$ cat src/design/cpu_pkg.sv
package cpu_pkg;

	// Datapath and storage sizes
	localparam int xlen       = 32;
	localparam int reg_addr_w = 5;
	localparam int dm_words   = 64;
	localparam int dm_addr_w  = 6;

	// Primary opcodes, MIPS encoding
	typedef enum logic [5:0] {
		op_special = 6'h00,
		op_j       = 6'h02,
		op_beq     = 6'h04,
		op_bne     = 6'h05,
		op_addiu   = 6'h09,
		op_andi    = 6'h0c,
		op_ori     = 6'h0d,
		op_lui     = 6'h0f,
		op_lw      = 6'h23,
		op_sw      = 6'h2b
	} opcode_t;

	// Function codes under op_special
	typedef enum logic [5:0] {
		fn_addu = 6'h21,
		fn_subu = 6'h23,
		fn_and  = 6'h24,
		fn_or   = 6'h25,
		fn_slt  = 6'h2a
	} funct_t;

	typedef enum logic [2:0] {
		alu_add,
		alu_sub,
		alu_and,
		alu_or,
		alu_slt,
		alu_lui
	} alu_op_t;

	typedef enum logic [1:0] {
		ext_zero,
		ext_sign
	} ext_mode_t;

	typedef struct packed {
		opcode_t                opcode;
		logic [reg_addr_w-1:0]  rs;
		logic [reg_addr_w-1:0]  rt;
		logic [reg_addr_w-1:0]  rd;
		logic [4:0]             shamt;
		funct_t                 funct;
	} r_fields_t;

	typedef struct packed {
		opcode_t                opcode;
		logic [reg_addr_w-1:0]  rs;
		logic [reg_addr_w-1:0]  rt;
		logic [15:0]            imm16;
	} i_fields_t;

	// One instruction word seen either way; jump target is bits 25:0
	typedef union packed {
		r_fields_t r_fields;
		i_fields_t i_fields;
	} instr_t;

endpackage
$ cat src/design/ctrl_if.sv
interface ctrl_if;

	cpu_pkg::alu_op_t   alu_op;
	cpu_pkg::ext_mode_t ext_mode;
	logic               alu_src_imm;
	logic               rf_we;
	logic               rf_dst_rd;
	logic               mem_to_reg;
	logic               dm_we;
	logic               is_branch;
	logic               branch_ne;
	logic               is_jump;

	modport src (
		output alu_op, ext_mode, alu_src_imm, rf_we, rf_dst_rd,
		       mem_to_reg, dm_we, is_branch, branch_ne, is_jump
	);

	modport exe (input alu_op, ext_mode, alu_src_imm);

	modport fetch (input is_branch, branch_ne, is_jump);

	modport wb (input rf_we, rf_dst_rd, mem_to_reg, dm_we);

endinterface

$ cat src/design/alu.sv
module alu (
	input  cpu_pkg::instr_t           instr,
	ctrl_if.exe                       ctrl,
	input  logic [cpu_pkg::xlen-1:0]  rs_val,
	input  logic [cpu_pkg::xlen-1:0]  rt_val,
	output logic [cpu_pkg::xlen-1:0]  result,
	output logic                      equal
);

	logic [cpu_pkg::xlen-1:0] imm_ext;
	logic [cpu_pkg::xlen-1:0] op_b;
	logic [15:0]              imm16;

	assign imm16 = instr.i_fields.imm16;

	// Immediate extension
	always_comb begin
		case (ctrl.ext_mode)
			cpu_pkg::ext_sign: imm_ext = {{(cpu_pkg::xlen-16){imm16[15]}}, imm16};
			default:           imm_ext = {{(cpu_pkg::xlen-16){1'b0}}, imm16};
		endcase
	end

	assign op_b = ctrl.alu_src_imm ? imm_ext : rt_val;

	always_comb begin
		case (ctrl.alu_op)
			cpu_pkg::alu_add: result = rs_val + op_b;
			cpu_pkg::alu_sub: result = rs_val - op_b;
			cpu_pkg::alu_and: result = rs_val & op_b;
			cpu_pkg::alu_or:  result = rs_val | op_b;
			// Signed compare, result is 0 or 1
			cpu_pkg::alu_slt: result = {{(cpu_pkg::xlen-1){1'b0}},
			                            $signed(rs_val) < $signed(op_b)};
			// Only the low half of op_b matters here
			cpu_pkg::alu_lui: result = {op_b[15:0], 16'h0000};
			default:          result = rs_val + op_b;
		endcase
	end

	// Branch compare always looks at the raw register values
	assign equal = (rs_val == rt_val);

endmodule

$ cat src/flat_wrapper.sv
// flat-port wrapper written by rule: the top's interface ports become plain ports
module alu_flat 
  (instr, rs_val, rt_val, result, equal, ctrl_alu_op, ctrl_ext_mode, ctrl_alu_src_imm);
  ctrl_if ctrl_i ();
  input  cpu_pkg::instr_t instr;
  input  logic [cpu_pkg::xlen-1:0] rs_val;
  input  logic [cpu_pkg::xlen-1:0] rt_val;
  output logic [cpu_pkg::xlen-1:0] result;
  output logic equal;
  input wire logic [$bits(ctrl_i.alu_op)-1:0] ctrl_alu_op;
  input wire logic [$bits(ctrl_i.ext_mode)-1:0] ctrl_ext_mode;
  input wire logic [$bits(ctrl_i.alu_src_imm)-1:0] ctrl_alu_src_imm;
  assign ctrl_i.alu_op = ctrl_alu_op;
  assign ctrl_i.ext_mode = ctrl_ext_mode;
  assign ctrl_i.alu_src_imm = ctrl_alu_src_imm;
  alu u_core (.instr(instr), .ctrl(ctrl_i), .rs_val(rs_val), .rt_val(rt_val), .result(result), .equal(equal));
endmodule
$ cat config.mk
export PLATFORM = sky130hd
export DESIGN_NAME = alu_flat
export DESIGN_NICKNAME = d
export VERILOG_FILES = /design/src/design/cpu_pkg.sv /design/src/design/ctrl_if.sv /design/src/design/alu.sv /design/src/flat_wrapper.sv
export SDC_FILE = /design/constraint.sdc
export NUM_CORES = 1
export LEC_CHECK = 0
export BUFFER_PORTS_ARGS = -buffer_cell sky130_fd_sc_hd__buf_2
export CELL_PAD_IN_SITES_DETAIL_PLACEMENT = 1
export CELL_PAD_IN_SITES_GLOBAL_PLACEMENT = 2
export CORE_AREA = 8 8 156 158
export DETAILED_ROUTE_END_ITERATION = 8
export DIE_AREA = 0 0 164 166
export GPL_TIMING_DRIVEN = 0
export PLACE_DENSITY = 0.77
export SLEW_MARGIN = 10
export SYNTH_ARGS = -nofsm -noshare
export SYNTH_HDL_FRONTEND = slang
export SYNTH_SLANG_ARGS = --single-unit
$ cat constraint.sdc
create_clock -name vclk -period 4.2
set_clock_uncertainty 0.15 [all_clocks]
set_input_delay 0.42 -clock vclk [all_inputs]
set_output_delay 0.42 -clock vclk [all_outputs]
set_load 0.1 [all_outputs]
==> results of run 1 <==
==> path summary, 6_finish.rpt <==
path	start	endpoint	slack, ns
worst max-delay path	ctrl_alu_src_imm	result[30]	-0.28
worst min-delay path	rs_val[21]	result[21]	1.42
==> cells by family (layout without fill, tap and decap cells) <==
kind of cell,after synthesis,after routing,synth area share
multiplexers,22,22,0.0391
adder cells (fa/ha/maj),98,98,0.208
buffers and inverters,166,371,0.128
AND/OR/NAND/NOR,231,231,0.184
AO/OA/AOI/OAI,347,347,0.393
XOR/XNOR,33,33,0.0483
==> power groups by stage <==
stage / Sequential (uW) / Combinational [uW] / Clock, uW
after floorplan: 0 / 1300 / 0
after global placement: 0 / 1740 / 0
after detailed placement: 0 / 1740 / 0
after CTS: 0 / 2080 / 0
after global routing: 0 / 2370 / 0
final: 0 / 2260 / 0
==> metrics by stage <==
stage / instances / utilization
final: 1387 / 0.417
after global routing: 1387 / 0.417
after CTS: 1355 / 0.390
after detailed placement: 1298 / 0.328
after global placement: 1298 / 0.328
after floorplan: 897 / -
==> layer usage <==
| metal | vias up | wire, um | global-route usage |
|---|---|---|---|
| met5 | - | 0 | 0 |
| met4 | 0 | 1470 | 0.0866 |
| met3 | 71 | 1860 | 0.0265 |
| met2 | 295 | 15600 | 0.383 |
| met1 | 3855 | 14800 | 0.304 |
| li1 | 3649 | - | - |
==> Yosys cell counts, types with 4 or more instances <==
master    count  area share
o211ai_1     15       0.019
inv_1       110       0.069
nand2b_1      7      0.0073
clkbuf_1     21       0.013
nor2_1       71       0.045
a221oi_1     15       0.022
ha_1         96        0.20
a211oi_1      6      0.0075
buf_1         5      0.0031
o21ai_1       9      0.0075
o221ai_1      4      0.0059
and2_1        5      0.0052
a31oi_1       5      0.0052
buf_6         9       0.017
mux2i_1      11       0.018
mux2_2       11       0.021
nand3_1      12       0.010
nand4_1       7      0.0073
nor3_1       12       0.010
o31ai_1       8       0.010
o21bai_1     17       0.021
xor2_1       32       0.047
o31a_1        4      0.0059
a311oi_1      4      0.0059
buf_2         8      0.0067
o22ai_1      34       0.036
o21a_1       20       0.025
o221a_2       4      0.0075
a21oi_1      94       0.079
a21o_1       11       0.014
o21ai_0      53       0.044
nor2b_1      13       0.014
nor4_1       13       0.014
buf_4         6      0.0075
a22oi_1       6      0.0075
nand2_1      67       0.042
==> layout make-up <==
| class | count | share of cell area |
|---|---|---|
| buffer | 53 | 0.0489 |
| timing repair buffer | 207 | 0.177 |
| multi-input combinational | 731 | 0.689 |
| inverter | 111 | 0.0466 |
| tap | 285 | 0.0387 |
==> what timing repair did <==
item                       4_1_cts  5_1_grt
hold buffers                     0        0
setup endpoints to repair       25       25
cloned                           1        0
pin swaps                       63       45
gates resized for setup        186       92
buffers inserted                58       34
==> out/metrics.cfg, run 1 <==
[outcome]
outcome=finished with violations
violations=setup timing

[sta]
worstMarginPinSlew_ns=1.08
fmax_mhz=223
finalSetupViolations=15
slew_viol_final=0
whs_ns=1.42
fin_crit_ns=4.48
finalWorstSetupSlack_ns=-0.279
grt_setup_unrepaired=yes
setup_tns_ns=-2.45
timing.final.crit_share=1.07
hold_viol_final=0
max_slew_margin=0.281

[placement]
io_buffers=116
detailed_place.area_um2=7240
routabilityCongestion=0.926
dp_hpwl_um=25700
place_ws_ns=-1.47

[setup_path]
cp_cell_sequence=clkbuf_16 > bufbuf_16 > mux2_2 > inv_1 > ha_1 > buf_4 > a211o_1 > o221a_2 > a41o_4 > a31o_4 > a2111oi_4 > nor2_1 > xnor2_1 > a211oi_4 > buf_12
worst-path-buf-inv=5
worst-endpoint-arrival_ns=3.91
cp-end-kind=output pin
cp_slowest_stage_delay_ns=0.38
startpoint_type=primary input
path_depth=15
path_class=primary input to output pin
cp_top_family=compound AO/OA/AOI/OAI gates
path_max_fanout=9
cpMaxStageDelayCell=mux2_2
required_ns=3.63

[finish]
multi_input_area_um2=6340
clkbuf_count=0
seqCellArea_um2=0
fin_area_um2=9200
drive_above_1_share=0.389
syn_to_final_growth_pct=54.0
final_cell_mix=97 x buf_2, 95 x inv_1, 83 x buf_4
fillCellCount=2720
design.seq.count=0
nets=1304
antenna_cells=0
final_common_cell=buf_2

[routing]
antenna_left=0
wl_um=33700
drtPass1Iterations=5
via_count=7870
post_drt_wl_per_cell_um=24.3
viasPerCell=5.67
post-route-drc-count=0
drt_iter0_drc=503

[global_routing]
antenna_found_initial=0
grt_use_total=0.232
grt_pass1_vias=7923
overflow=0
grt_max_degree=11
grt_pass1_wl_um=48800

[floorplanning]
num_rows=55
coreArea_um2=22100
ios=135
die_w_um=164
die_area_um2=27200
fp.dieH_um=166
initial_utilization=0.271

[logic_synthesis]
syn_avg_cell_area_um2=6.66
syn_nets=1097
ys_seq_area_frac=0
yosysWarnings=0
synth_area_um2=5980
synth_cell_types=83
postSynthCellCount=897

[power]
leakage_uw=0.00407
cellPowerDensity_nw_per_um2=245
p_int_uw=809
seq_power_share=0
ir_worst_vdd_v=0.000207
p_total_uw=2260
switching_share=0.642
power_frac_clock=0
p_comb_frac=1.000
p_sw_uw=1450

[min_path]
hold-path-cell-count=6
hp-class=primary input to output pin

[job]
cap_violations=0

Note: power is estimated with default switching activity, not from simulation.
==> inputs of run 2 (changes only) <==
--- a/config.mk
+++ b/config.mk
@@ -8,11 +8,12 @@
 export BUFFER_PORTS_ARGS = -buffer_cell sky130_fd_sc_hd__buf_2
 export CELL_PAD_IN_SITES_DETAIL_PLACEMENT = 1
 export CELL_PAD_IN_SITES_GLOBAL_PLACEMENT = 2
-export CORE_AREA = 8 8 156 158
+export CORE_AREA = 2 2 150 152
 export DETAILED_ROUTE_END_ITERATION = 8
-export DIE_AREA = 0 0 164 166
+export DIE_AREA = 0 0 152 154
 export GPL_TIMING_DRIVEN = 0
 export PLACE_DENSITY = 0.77
+export SKIP_LAST_GASP = 1
 export SLEW_MARGIN = 10
 export SYNTH_ARGS = -nofsm -noshare
 export SYNTH_HDL_FRONTEND = slang
==> run 2 against run 1 <==
Compared with the run above: the run still ends with setup timing left; highest routed layer unchanged; routed wire length down 3.6%; sequential share of layout area unchanged; count of clock-buffer cells in the layout unchanged.
==> out/metrics.cfg, run 2 (synthesis results as in run 1) <==
[floorplanning]
ios=135
coreArea_um2=21700
num_rows=54
fp.dieH_um=154
die_w_um=152
die_area_um2=23400
initial_utilization=0.276

[routing]
via_count=7789
post_drt_wl_per_cell_um=24.1
drt_iter0_drc=540
viasPerCell=5.77
post-route-drc-count=0
wl_um=32500
antenna_left=0
drtPass1Iterations=5

[global_routing]
grt_pass1_wl_um=48400
grt_use_total=0.266
antenna_found_initial=1
overflow=0
grt_pass1_vias=7872
grt_max_degree=11

[sta]
fmax_mhz=220
slew_viol_final=0
grt_setup_unrepaired=yes
max_slew_margin=0.192
whs_ns=1.43
hold_viol_final=0
finalSetupViolations=15
finalWorstSetupSlack_ns=-0.351
worstMarginPinSlew_ns=1.21
fin_crit_ns=4.55
timing.final.crit_share=1.08

[finish]
clkbuf_count=0
fillCellCount=2720
final_cell_mix=102 x buf_2, 100 x inv_1, 89 x ha_1
multi_input_area_um2=6110
final_common_cell=buf_2
seqCellArea_um2=0
finalNonFillerCells=1351
design.seq.count=0
fin_area_um2=8630
drive_above_1_share=0.341
nets=1272
syn_to_final_growth_pct=44.4

[setup_path]
startpoint_type=primary input
path_max_fanout=8
required_ns=3.63
path_class=primary input to output pin
cp-end-kind=output pin
crit_path_end=result[27]
cp-startpoint=ctrl_alu_src_imm
worst-endpoint-arrival_ns=3.98

[placement]
detailed_place.area_um2=7240
dp_hpwl_um=25600
dp.cells=1293
routabilityCongestion=0.939
io_buffers=116

[min_path]
hp-start=rs_val[31]
hp-class=primary input to output pin

[outcome]
violations=setup timing
outcome=finished with violations

[clock_tree]
postCtsHoldBufs=0

[job]
cap_violations=0

run 2: worst min-delay path by stage:
stage,depth (start not counted),end
final,5,result[0]
after detailed placement,6,equal
after floorplan,4,result[18]
after global routing,5,result[0]
after CTS,5,result[27]
after global placement,6,equal
run 2: cell type report:
class | instances | area share
Inverter | 111 | 0.0486
Multi-Input combinational cell | 731 | 0.708
Timing Repair Buffer | 174 | 0.151
Buffer | 54 | 0.0520
Tap cell | 280 | 0.0406
Antenna cell | 1 | 0.000290
run 2: layer usage:
| layer | global-route usage | part of all wire |
|---|---|---|
| met1 | 0.351 | 0.43 |
| met2 | 0.455 | 0.46 |
| met3 | 0.0262 | 0.059 |
| met4 | 0.0850 | 0.045 |
| met5 | 0 | 0 |
run 2: metrics by stage:
step                setup TNS [ns]  setup WS, ns   util
floorplan                    -2.11        -0.471      -
global placement            -16.80         -1.41  0.334
global route                 -5.12        -0.426  0.398
detailed placement          -16.37         -1.32  0.334
CTS                          -2.50        -0.283  0.382
finish                       -3.06        -0.351  0.398
run 2: repair_timing:
action	in CTS	in global routing
buffers inserted	41	17
resized for setup	147	60
setup endpoints to repair	24	23
pin swaps	49	54
run 2: critical path, cell delays in order:
cell,delay (ns)
clkbuf_16,0.13
buf_12,0.13
clkbuf_16,0.18
nand2_8,0.11
buf_6,0.13
o21a_1,0.15
inv_2,0.06
ha_4,0.21
buf_6,0.13
or2_4,0.27
buf_4,0.13
or4_4,0.48
o31ai_4,0.40
a21oi_2,0.16
a211oi_2,0.26
a21oi_1,0.06
a221o_2,0.36
buf_12,0.18
